File: src/lsu_settings.svh
// Bus and pipeline width macros for the load/store unit, included by the package and RTL
`ifndef LSU_SETTINGS_SVH
`define LSU_SETTINGS_SVH

//////////////////////////////
// Data bus geometry
//////////////////////////////

// Byte address width
`define LSU_ADDR_W 32

// Bus and register word width
`define LSU_DATA_W 32

// One enable per byte lane
`define LSU_BE_W 4

//////////////////////////////
// Transaction tracking
//////////////////////////////

// Granted requests allowed to wait for rvalid
`define LSU_MAX_OUTSTANDING 2

`endif

File: src/lsu_pkg.sv
// Shared types of the load/store unit, imported by every RTL block and the testbench
`default_nettype none

`include "lsu_settings.svh"

package lsu_pkg;

  //////////////////////////////
  // Vector types
  //////////////////////////////

  // Byte address on the data bus
  typedef logic [`LSU_ADDR_W-1:0] addr_t;

  // Bus or register data word
  typedef logic [`LSU_DATA_W-1:0] data_t;

  // Byte lane enables
  typedef logic [`LSU_BE_W-1:0] be_t;

  // Access size code
  typedef logic [1:0] lsu_size_t;

  // Byte position inside a word
  typedef logic [1:0] byte_off_t;

  // Outstanding transaction count
  typedef logic [1:0] out_cnt_t;

  // Size encodings driven by the core
  localparam lsu_size_t LSU_SIZE_BYTE = 2'd0;
  localparam lsu_size_t LSU_SIZE_HALF = 2'd1;
  localparam lsu_size_t LSU_SIZE_WORD = 2'd2;

  //////////////////////////////
  // Split access FSM
  //////////////////////////////

  typedef enum logic {
    SPLIT_FIRST,
    SPLIT_SECOND
  } split_phase_e;

endpackage

`default_nettype wire

File: src/lsu_request_gen.sv
// EX stage of the load/store unit: address, split detection, byte enables and store lanes
`default_nettype none

`include "lsu_settings.svh"

module lsu_request_gen (
  input  logic              clk,
  input  logic              rst_n,
  input  logic              lsu_valid_i,
  input  logic              lsu_we_i,
  input  lsu_pkg::lsu_size_t lsu_size_i,
  input  lsu_pkg::addr_t    operand_a_i,
  input  lsu_pkg::addr_t    operand_b_i,
  input  lsu_pkg::data_t    wdata_i,
  input  logic              ex_update_i,
  input  logic              bus_gnt_i,
  output lsu_pkg::addr_t    req_addr_o,
  output lsu_pkg::be_t      req_be_o,
  output lsu_pkg::data_t    req_wdata_o,
  output logic              split_first_o,
  output logic              split_second_o,
  output lsu_pkg::addr_t    last_addr_o
);
  import lsu_pkg::*;

  // Current phase of a possibly split access
  split_phase_e phase_q;
  // Raw sum of base and offset operands
  addr_t        addr_sum;
  byte_off_t    offset;
  data_t        wdata_rot;

  assign split_second_o = (phase_q == SPLIT_SECOND);

  //////////////////////////////
  // Address generation
  //////////////////////////////

  // Second phase targets the next word
  assign addr_sum = operand_a_i + operand_b_i + (split_second_o ? addr_t'(4) : addr_t'(0));
  // Low bits unchanged by the +4
  assign offset   = addr_sum[1:0];

  // Second phase is always word aligned
  assign req_addr_o = split_second_o ? {addr_sum[`LSU_ADDR_W-1:2], 2'b00} : addr_sum;

  // Split needed for unaligned word or halfword crossing the word
  always_comb
  begin
    split_first_o = 1'b0;
    if (lsu_valid_i && !split_second_o)
    begin
      case (lsu_size_i)
        LSU_SIZE_WORD: split_first_o = (offset != 2'd0);
        LSU_SIZE_HALF: split_first_o = (offset == 2'd3);
        default:       split_first_o = 1'b0;
      endcase
    end
  end

  //////////////////////////////
  // Byte enables
  //////////////////////////////

  always_comb
  begin
    case (lsu_size_i)
      LSU_SIZE_BYTE:
      begin
        req_be_o = be_t'(4'b0001 << offset);
      end
      LSU_SIZE_HALF:
      begin
        // Upper byte of an offset-3 halfword lands in lane 0 of next word
        if (split_second_o)
          req_be_o = 4'b0001;
        else
          req_be_o = be_t'(4'b0011 << offset);
      end
      default:
      begin
        // First phase from the offset upward, second phase below it
        if (split_second_o)
          req_be_o = ~be_t'(4'b1111 << offset);
        else
          req_be_o = be_t'(4'b1111 << offset);
      end
    endcase
  end

  //////////////////////////////
  // Store data lanes
  //////////////////////////////

  // Rotate left by offset bytes
  always_comb
  begin
    case (offset)
      2'd0:    wdata_rot = wdata_i;
      2'd1:    wdata_rot = {wdata_i[23:0], wdata_i[31:24]};
      2'd2:    wdata_rot = {wdata_i[15:0], wdata_i[31:16]};
      default: wdata_rot = {wdata_i[7:0],  wdata_i[31:8]};
    endcase
  end

  // Quiet write lanes during loads
  assign req_wdata_o = lsu_we_i ? wdata_rot : '0;

  //////////////////////////////
  // Phase and address state
  //////////////////////////////

  // Back to first phase once EX empties or the access completes
  always_ff @(posedge clk or negedge rst_n)
  begin
    if (!rst_n)
      phase_q <= SPLIT_FIRST;
    else if (!lsu_valid_i)
      phase_q <= SPLIT_FIRST;
    else if (ex_update_i)
      phase_q <= split_first_o ? SPLIT_SECOND : SPLIT_FIRST;
  end

  // Address of the most recent grant, kept for error reporting
  always_ff @(posedge clk or negedge rst_n)
  begin
    if (!rst_n)
      last_addr_o <= '0;
    else if (lsu_valid_i && bus_gnt_i)
      last_addr_o <= req_addr_o;
  end

endmodule

`default_nettype wire

File: src/lsu_outstanding_ctrl.sv
// Outstanding transaction tracking and EX/WB handshake for the load/store unit
`default_nettype none

`include "lsu_settings.svh"

module lsu_outstanding_ctrl (
  input  logic clk,
  input  logic rst_n,
  input  logic lsu_valid_i,
  input  logic bus_gnt_i,
  input  logic bus_rvalid_i,
  input  logic split_first_i,
  output logic bus_req_o,
  output logic ex_update_o,
  output logic lsu_ready_o,
  output logic busy_o
);
  import lsu_pkg::*;

  // Granted but not yet answered
  out_cnt_t cnt_q;
  out_cnt_t cnt_d;
  logic     count_up;
  logic     count_down;
  // Address phase in EX finished
  logic     ex_done;

  //////////////////////////////
  // Request qualification
  //////////////////////////////

  // No combinational path from rvalid to req
  assign bus_req_o = lsu_valid_i && (cnt_q < out_cnt_t'(`LSU_MAX_OUTSTANDING));

  assign count_up   = bus_req_o && bus_gnt_i;
  assign count_down = bus_rvalid_i;

  //////////////////////////////
  // EX/WB lock step
  //////////////////////////////

  // Empty WB takes the grant alone
  // Full WB also needs its response in the same cycle
  // At the limit the EX phase was granted already and waits for rvalid
  always_comb
  begin
    case (cnt_q)
      2'd0:    ex_done = bus_req_o && bus_gnt_i;
      2'd1:    ex_done = bus_req_o && bus_gnt_i && bus_rvalid_i;
      default: ex_done = bus_rvalid_i;
    endcase
  end

  assign ex_update_o = lsu_valid_i && ex_done;

  // Hold the core while the second phase still has to run
  assign lsu_ready_o = ex_update_o && !split_first_i;

  assign busy_o = (cnt_q != '0) || bus_req_o;

  //////////////////////////////
  // Counter
  //////////////////////////////

  // Up and down together leave it unchanged
  always_comb
  begin
    cnt_d = cnt_q;
    if (count_up && !count_down)
      cnt_d = cnt_q + out_cnt_t'(1);
    else if (!count_up && count_down)
      cnt_d = cnt_q - out_cnt_t'(1);
  end

  always_ff @(posedge clk or negedge rst_n)
  begin
    if (!rst_n)
      cnt_q <= '0;
    else
      cnt_q <= cnt_d;
  end

endmodule

`default_nettype wire

File: src/lsu_rdata_align.sv
// WB stage of the load/store unit: split read assembly, extension and result flags
`default_nettype none

module lsu_rdata_align (
  input  logic               clk,
  input  logic               rst_n,
  input  logic               ex_update_i,
  input  logic               lsu_we_i,
  input  lsu_pkg::lsu_size_t lsu_size_i,
  input  logic               lsu_sign_ext_i,
  input  lsu_pkg::byte_off_t req_offset_i,
  input  logic               split_first_i,
  input  logic               split_second_i,
  input  logic               bus_rvalid_i,
  input  logic               bus_err_i,
  input  lsu_pkg::data_t     bus_rdata_i,
  output logic               result_valid_o,
  output logic               result_err_o,
  output lsu_pkg::data_t     result_rdata_o
);
  import lsu_pkg::*;

  // WB copies of the EX control
  lsu_size_t size_q;
  logic      sign_q;
  logic      we_q;
  byte_off_t offset_q;
  // Low while a split first phase waits for its response
  logic      last_q;
  // First-phase read word of a split load
  data_t     rdata_q;

  data_t     rdata_w;
  data_t     rdata_h;
  data_t     rdata_b;

  //////////////////////////////
  // WB control registers
  //////////////////////////////

  always_ff @(posedge clk or negedge rst_n)
  begin
    if (!rst_n)
    begin
      size_q   <= LSU_SIZE_WORD;
      sign_q   <= 1'b0;
      we_q     <= 1'b0;
      offset_q <= '0;
      last_q   <= 1'b1;
    end
    else if (ex_update_i)
    begin
      size_q <= lsu_size_i;
      sign_q <= lsu_sign_ext_i;
      we_q   <= lsu_we_i;
      last_q <= !split_first_i;
      // Second phase address is aligned, keep the original offset
      if (!split_second_i)
        offset_q <= req_offset_i;
    end
  end

  // Low part of a split load
  always_ff @(posedge clk)
  begin
    if (bus_rvalid_i && !last_q && !we_q)
      rdata_q <= bus_rdata_i;
  end

  //////////////////////////////
  // Lane selection
  //////////////////////////////

  // Words, joined with the first phase when unaligned
  always_comb
  begin
    case (offset_q)
      2'd0:    rdata_w = bus_rdata_i;
      2'd1:    rdata_w = {bus_rdata_i[7:0],  rdata_q[31:8]};
      2'd2:    rdata_w = {bus_rdata_i[15:0], rdata_q[31:16]};
      default: rdata_w = {bus_rdata_i[23:0], rdata_q[31:24]};
    endcase
  end

  // Halfwords, offset 3 spans both phases
  always_comb
  begin
    logic [15:0] half;
    case (offset_q)
      2'd0:    half = bus_rdata_i[15:0];
      2'd1:    half = bus_rdata_i[23:8];
      2'd2:    half = bus_rdata_i[31:16];
      default: half = {bus_rdata_i[7:0], rdata_q[31:24]};
    endcase
    rdata_h = {{16{sign_q && half[15]}}, half};
  end

  // Bytes
  always_comb
  begin
    logic [7:0] byte_sel;
    case (offset_q)
      2'd0:    byte_sel = bus_rdata_i[7:0];
      2'd1:    byte_sel = bus_rdata_i[15:8];
      2'd2:    byte_sel = bus_rdata_i[23:16];
      default: byte_sel = bus_rdata_i[31:24];
    endcase
    rdata_b = {{24{sign_q && byte_sel[7]}}, byte_sel};
  end

  always_comb
  begin
    case (size_q)
      LSU_SIZE_BYTE: result_rdata_o = rdata_b;
      LSU_SIZE_HALF: result_rdata_o = rdata_h;
      default:       result_rdata_o = rdata_w;
    endcase
  end

  //////////////////////////////
  // Result flags
  //////////////////////////////

  // Only the final phase completes the access
  assign result_valid_o = bus_rvalid_i && last_q;
  assign result_err_o   = bus_rvalid_i && bus_err_i;

endmodule

`default_nettype wire

File: src/lsu_top.sv
// Load/store unit top level joining the EX, tracking and WB blocks to the core and data bus
`default_nettype none

module lsu_top (
  input  logic               clk,
  input  logic               rst_n,
  // Core side, held until lsu_ready_o
  input  logic               lsu_valid_i,
  input  logic               lsu_we_i,
  input  lsu_pkg::lsu_size_t lsu_size_i,
  input  logic               lsu_sign_ext_i,
  input  lsu_pkg::addr_t     operand_a_i,
  input  lsu_pkg::addr_t     operand_b_i,
  input  lsu_pkg::data_t     wdata_i,
  output logic               lsu_ready_o,
  output logic               lsu_split_o,
  output logic               result_valid_o,
  output lsu_pkg::data_t     result_rdata_o,
  output logic               result_err_o,
  output lsu_pkg::addr_t     last_addr_o,
  output logic               busy_o,
  // Data bus
  output logic               data_req_o,
  output lsu_pkg::addr_t     data_addr_o,
  output logic               data_we_o,
  output lsu_pkg::be_t       data_be_o,
  output lsu_pkg::data_t     data_wdata_o,
  input  logic               data_gnt_i,
  input  logic               data_rvalid_i,
  input  lsu_pkg::data_t     data_rdata_i,
  input  logic               data_err_i
);

  // Stage linkage
  logic split_first;
  logic split_second;
  logic ex_update;

  assign lsu_split_o = split_first;
  assign data_we_o   = lsu_we_i;

  //////////////////////////////
  // EX stage
  //////////////////////////////

  lsu_request_gen u_request_gen (
    .clk            (clk),
    .rst_n          (rst_n),
    .lsu_valid_i    (lsu_valid_i),
    .lsu_we_i       (lsu_we_i),
    .lsu_size_i     (lsu_size_i),
    .operand_a_i    (operand_a_i),
    .operand_b_i    (operand_b_i),
    .wdata_i        (wdata_i),
    .ex_update_i    (ex_update),
    .bus_gnt_i      (data_gnt_i),
    .req_addr_o     (data_addr_o),
    .req_be_o       (data_be_o),
    .req_wdata_o    (data_wdata_o),
    .split_first_o  (split_first),
    .split_second_o (split_second),
    .last_addr_o    (last_addr_o)
  );

  // Request gating and lock step advance
  lsu_outstanding_ctrl u_outstanding_ctrl (
    .clk           (clk),
    .rst_n         (rst_n),
    .lsu_valid_i   (lsu_valid_i),
    .bus_gnt_i     (data_gnt_i),
    .bus_rvalid_i  (data_rvalid_i),
    .split_first_i (split_first),
    .bus_req_o     (data_req_o),
    .ex_update_o   (ex_update),
    .lsu_ready_o   (lsu_ready_o),
    .busy_o        (busy_o)
  );

  //////////////////////////////
  // WB stage
  //////////////////////////////

  lsu_rdata_align u_rdata_align (
    .clk            (clk),
    .rst_n          (rst_n),
    .ex_update_i    (ex_update),
    .lsu_we_i       (lsu_we_i),
    .lsu_size_i     (lsu_size_i),
    .lsu_sign_ext_i (lsu_sign_ext_i),
    .req_offset_i   (data_addr_o[1:0]),
    .split_first_i  (split_first),
    .split_second_i (split_second),
    .bus_rvalid_i   (data_rvalid_i),
    .bus_err_i      (data_err_i),
    .bus_rdata_i    (data_rdata_i),
    .result_valid_o (result_valid_o),
    .result_err_o   (result_err_o),
    .result_rdata_o (result_rdata_o)
  );

endmodule

`default_nettype wire

File: config.mk
export PLATFORM = sky130hd
export DESIGN_NAME = lsu_top
export DESIGN_NICKNAME = d
export VERILOG_FILES = /design/src/lsu_pkg.sv /design/src/lsu_request_gen.sv /design/src/lsu_outstanding_ctrl.sv /design/src/lsu_rdata_align.sv /design/src/lsu_top.sv
export VERILOG_INCLUDE_DIRS = /design/src
export SDC_FILE = /design/constraint.sdc
export NUM_CORES = 1
export LEC_CHECK = 0
export BUFFER_PORTS_ARGS = -buffer_cell sky130_fd_sc_hd__buf_2
export CAP_MARGIN = 15
export CORE_ASPECT_RATIO = 2
export CORE_MARGIN = 3
export CORE_UTILIZATION = 35
export CTS_BUF_LIST = sky130_fd_sc_hd__clkbuf_16
export DETAILED_ROUTE_END_ITERATION = 10
export PLACE_DENSITY = 0.63
export SLEW_MARGIN = 20
export SYNTH_ARGS = -nofsm -noshare
export SYNTH_HDL_FRONTEND = slang
export SYNTH_SLANG_ARGS = --single-unit
File: constraint.sdc
create_clock -name clk -period 4.7 [get_ports clk]
set_clock_uncertainty 0.2 [all_clocks]
set_input_delay 0.705 -clock clk [delete_from_list [all_inputs] [get_ports clk]]
set_output_delay 0.705 -clock clk [all_outputs]
set_load 0.01 [all_outputs]
==> impl_results.md <==
* Clock latency of the later-clocked register in the worst-skew pair at 0.32 ns
* Maximum number of pins on one net before global-route repair at 45
* # resized after CTS at 0
* Instance count after placement with tap cells included at 1,303
* Number of primary I/O pins at 277
* Power dissipated by switching net loads at 1.823 mW
* Post-layout instance count excluding filler cells at 1,319
* Routed via count at 7,473
* Peak supply drop at 0.2434 mV
* Areal power density over the cells at 450.7 nW/um^2
* Slew HR at 27.50%
* Fraction of the yosys area taken by sequential cells at 24.51%
* DIE WIDTH at 107.7 um
* CP Data Arrival Time at 3.48 ns
* Hold Crit Class: in -> async
* End of the worst register-to-register path: u_request_gen.last_addr_o[30]
* Maximum net fanout on the critical path at 7
* Classification of the worst setup path: reg -> out
* Max-cap violations at 0
* Area occupied by multi-input gates at 5179 um^2
* Fraction of power consumed by combinational cells at 61.5%
* Final Critical Period at 4.388 ns
* Total CTS buffers at 9
* Final count of negative-setup-slack endpoints at 0
* Most common flop cell mapped by yosys: sky130_fd_sc_hd__dfrtp_1
* Depth of the worst register-to-register path at 11
* Drt first pass iters at 6
* I/O Buffers at 276
* Final total negative setup slack at 0 ns
* Type of destination of the critical path: output port
* Req. time, crit path at 3.80 ns
* Routed wire length at 23,590 um
* Number of antenna violations at the first check in global routing at 0
* Residual DRC count at 0
* Share of flip-flops with an asynchronous set or reset at 63.64%
* Area Overhead vs Synth at 26.50%
* Wire length of the first global-routing pass at 37,630 um
* Reg clk slew, reported paths at 0.05 ns
* Status: completed
* Count of flip-flops with a built-in enable after synthesis at 24
* Crit share post-route at 93.37%
* Share of power burned in the clock network at 16.4%
* Syn_nets at 1,023
* Cell count after synthesis at 808
* DPL Wire Length at 18,920 um
* Share of total power consumed by net switching at 44.16%
* Final hold violation count at 0
* Final slew viol count at 0
* Buffer cell driving the clock tree root: sky130_fd_sc_hd__clkbuf_16
* Gp weighted congestion at 0.9099
* #FFs+latches synth at 66
* Filler Cell Count at 2,038
* Core ar. at 20,090 um^2
* Highest attainable clock frequency at 227.9 MHz
* Hold-fix buffers, CTS at 0
* Slack of the worst reg-to-reg path at 1.16 ns
* Number of global-route vias before repair at 7,413
* Cell area after technology mapping at 7238 um^2
* Post-synthesis cell type count at 67
* Slew at the pin closest to its max-slew limit at 1.088 ns
* Fraction of final layout cells sized beyond drive strength 1 at 36.14%
* Die Footprint at 22,550 um^2
* Starting density of the core at 36.02%
* Clock sink count at 66
* Source of the worst register-to-register timing path: u_request_gen.split_second_o
* Die Ht at 209.4 um
* Number of buffers between clock root and the deepest sink at 2
* Cell internal pwr at 2.304 mW
* Reported leakage power at 4.277 nW
* Aggregate global-route resource usage at 20.55%
* CTS tree: yes
* Kind of start point of the critical path: register
* # rows at 73
* Iter 0 DRT Violations at 392
* Number of antenna-violating nets in the routed design at 0
* Gr ovfl total at 0
* Setup Buffers After CTS at 0
* Unrepaired setup endpoints after global routing: false
* Share of power burned in registers at 22.2%
* Number of diodes added for antenna fixing at 0
* Per-cell routed wire length at 17.89 um
* Final net count at 1,267
* H-tree levels at 3
* Area of all sequential standard cells at 1778 um^2
* Post-DR vias/cell at 5.666
* Count of warnings emitted by yosys at 0
* Mean cell area of the mapped netlist at 8.958 um^2
power by group through the flow:
stage / registers (mW) / clock network [mW] / logic [mW]
after detailed placement: 0.929 / 0 / 2.56
after global routing: 0.941 / 0.719 / 2.79
after floorplan: 0.862 / 0 / 1.69
final: 0.914 / 0.676 / 2.54
after global placement: 0.921 / 0 / 2.55
after CTS: 0.919 / 0.701 / 2.57
cells by family (layout without fill, tap and decap cells):
kind of cell / Yosys count / after routing / synth area share (%)
AND/OR/NAND/NOR: 267 / 267 / 17.39
adder cells (fa/ha/maj): 77 / 77 / 13.52
flip-flops: 66 / 66 / 24.51
AO/OA/AOI/OAI: 221 / 221 / 21.78
XOR/XNOR: 30 / 30 / 3.630
buffers and inverters: 79 / 328 / 4.218
multiplexers: 68 / 68 / 14.95
final cells by class:
type,instances,area share (%)
multi-input cells,663,56.56
flip-flops and latches,66,19.42
clock inverters,5,0.3826
well taps,262,3.580
inverters,24,0.9839
clock buffers,11,3.006
repair buffers,288,16.07
cell usage after synthesis, types with 11 or more instances:
cell	count	area (um^2)
sky130_fd_sc_hd__xnor2_1	18	157.7
sky130_fd_sc_hd__mux2i_1	11	110.1
sky130_fd_sc_hd__nand2_1	133	499.2
sky130_fd_sc_hd__o21ai_0	70	350.3
sky130_fd_sc_hd__inv_1	24	90.09
sky130_fd_sc_hd__mux2_2	27	304.0
sky130_fd_sc_hd__ha_1	75	938.4
sky130_fd_sc_hd__dfrtp_1	40	1001
sky130_fd_sc_hd__mux4_2	29	653.1
sky130_fd_sc_hd__xor2_1	12	105.1
sky130_fd_sc_hd__nor2b_1	12	75.07
sky130_fd_sc_hd__a21oi_1	32	160.2
sky130_fd_sc_hd__a222oi_1	32	320.3
sky130_fd_sc_hd__clkbuf_1	45	168.9
sky130_fd_sc_hd__and2_1	41	256.5
sky130_fd_sc_hd__nand3_1	12	60.06
sky130_fd_sc_hd__edfxtp_1	24	720.7
sky130_fd_sc_hd__a22oi_1	16	120.1
sky130_fd_sc_hd__nor2_1	29	108.9
worst max-delay path by stage:
stage	startpoint	end	cells after the start	slack, ns
final	u_request_gen.split_second_o	data_addr_o[30]	11	0.31
after floorplan	operand_a_i[2]	data_addr_o[27]	10	0.81
after global placement	operand_a_i[2]	data_addr_o[16]	12	0.36
after detailed placement	operand_a_i[2]	data_addr_o[16]	12	0.35
after CTS	u_request_gen.split_second_o	data_addr_o[16]	11	0.16
after global routing	u_request_gen.split_second_o	data_addr_o[30]	11	0.08
placed cells by master, fill, tap and decap left out, types with 11 or more instances in the layout:
| master | synthesis | layout |
|---|---|---|
| sky130_fd_sc_hd__buf_2 | 4 | 276 |
| sky130_fd_sc_hd__nand2_1 | 133 | 133 |
| sky130_fd_sc_hd__ha_1 | 75 | 74 |
| sky130_fd_sc_hd__o21ai_0 | 70 | 70 |
| sky130_fd_sc_hd__and2_1 | 41 | 41 |
| sky130_fd_sc_hd__dfrtp_1 | 40 | 37 |
| sky130_fd_sc_hd__a21oi_1 | 32 | 32 |
| sky130_fd_sc_hd__a222oi_1 | 32 | 32 |
| sky130_fd_sc_hd__nor2_1 | 29 | 29 |
| sky130_fd_sc_hd__mux4_2 | 29 | 29 |
| sky130_fd_sc_hd__mux2_2 | 27 | 27 |
| sky130_fd_sc_hd__inv_1 | 24 | 25 |
| sky130_fd_sc_hd__edfxtp_1 | 24 | 24 |
| sky130_fd_sc_hd__xnor2_1 | 18 | 18 |
| sky130_fd_sc_hd__a22oi_1 | 16 | 16 |
| sky130_fd_sc_hd__nand3_1 | 12 | 12 |
| sky130_fd_sc_hd__nor2b_1 | 12 | 12 |
| sky130_fd_sc_hd__xor2_1 | 12 | 12 |
| sky130_fd_sc_hd__buf_4 | 1 | 12 |
| sky130_fd_sc_hd__mux2i_1 | 11 | 11 |
| sky130_fd_sc_hd__clkbuf_16 | 0 | 11 |
per-layer routing:
| metal | global-route usage (%) | routed length, um |
|---|---|---|
| met1 | 22.12 | 8339 |
| met2 | 39.79 | 13200 |
| met3 | 3.416 | 1537 |
| met4 | 6.190 | 516 |
| met5 | 0 | 0 |
metrics by stage:
step	util, %	hold slack (ns)	cell area (um^2)	worst slack (ns)	total power, mW
after global placement	43.95	0.2605	8832	0.3620	3.473
after floorplan	-	0.2094	7238	0.8124	2.549
after detailed placement	43.95	0.2650	8832	0.3458	3.486
after CTS	45.50	0.2848	9143	0.1595	4.186
after global routing	45.57	0.3042	9156	0.07767	4.450
final	45.57	0.2623	9156	0.3117	4.127
state kept, by name (all words and copies together), names as in the netlist:
signal                        flops
u_request_gen.last_addr_o        32
u_rdata_align.rdata_q            24
u_outstanding_ctrl.cnt_q          2
u_rdata_align.offset_q            2
u_rdata_align.size_q              2
u_rdata_align.last_q              1
u_rdata_align.sign_q              1
u_rdata_align.we_q                1
u_request_gen.split_second_o      1
critical path, stage by stage, from the launching register on:
cell                       delay [ns]
sky130_fd_sc_hd__dfrtp_2         0.44
sky130_fd_sc_hd__inv_1           0.15
sky130_fd_sc_hd__fa_1            0.56
sky130_fd_sc_hd__inv_1           0.05
sky130_fd_sc_hd__ha_1            0.27
sky130_fd_sc_hd__a21o_1          0.13
sky130_fd_sc_hd__nand3_1         0.20
sky130_fd_sc_hd__a2111o_1        0.51
sky130_fd_sc_hd__a31oi_2         0.27
sky130_fd_sc_hd__a41oi_1         0.19
sky130_fd_sc_hd__xnor2_1         0.22
sky130_fd_sc_hd__buf_2           0.17
No activity file was read; power rests on OpenSTA's default activity.
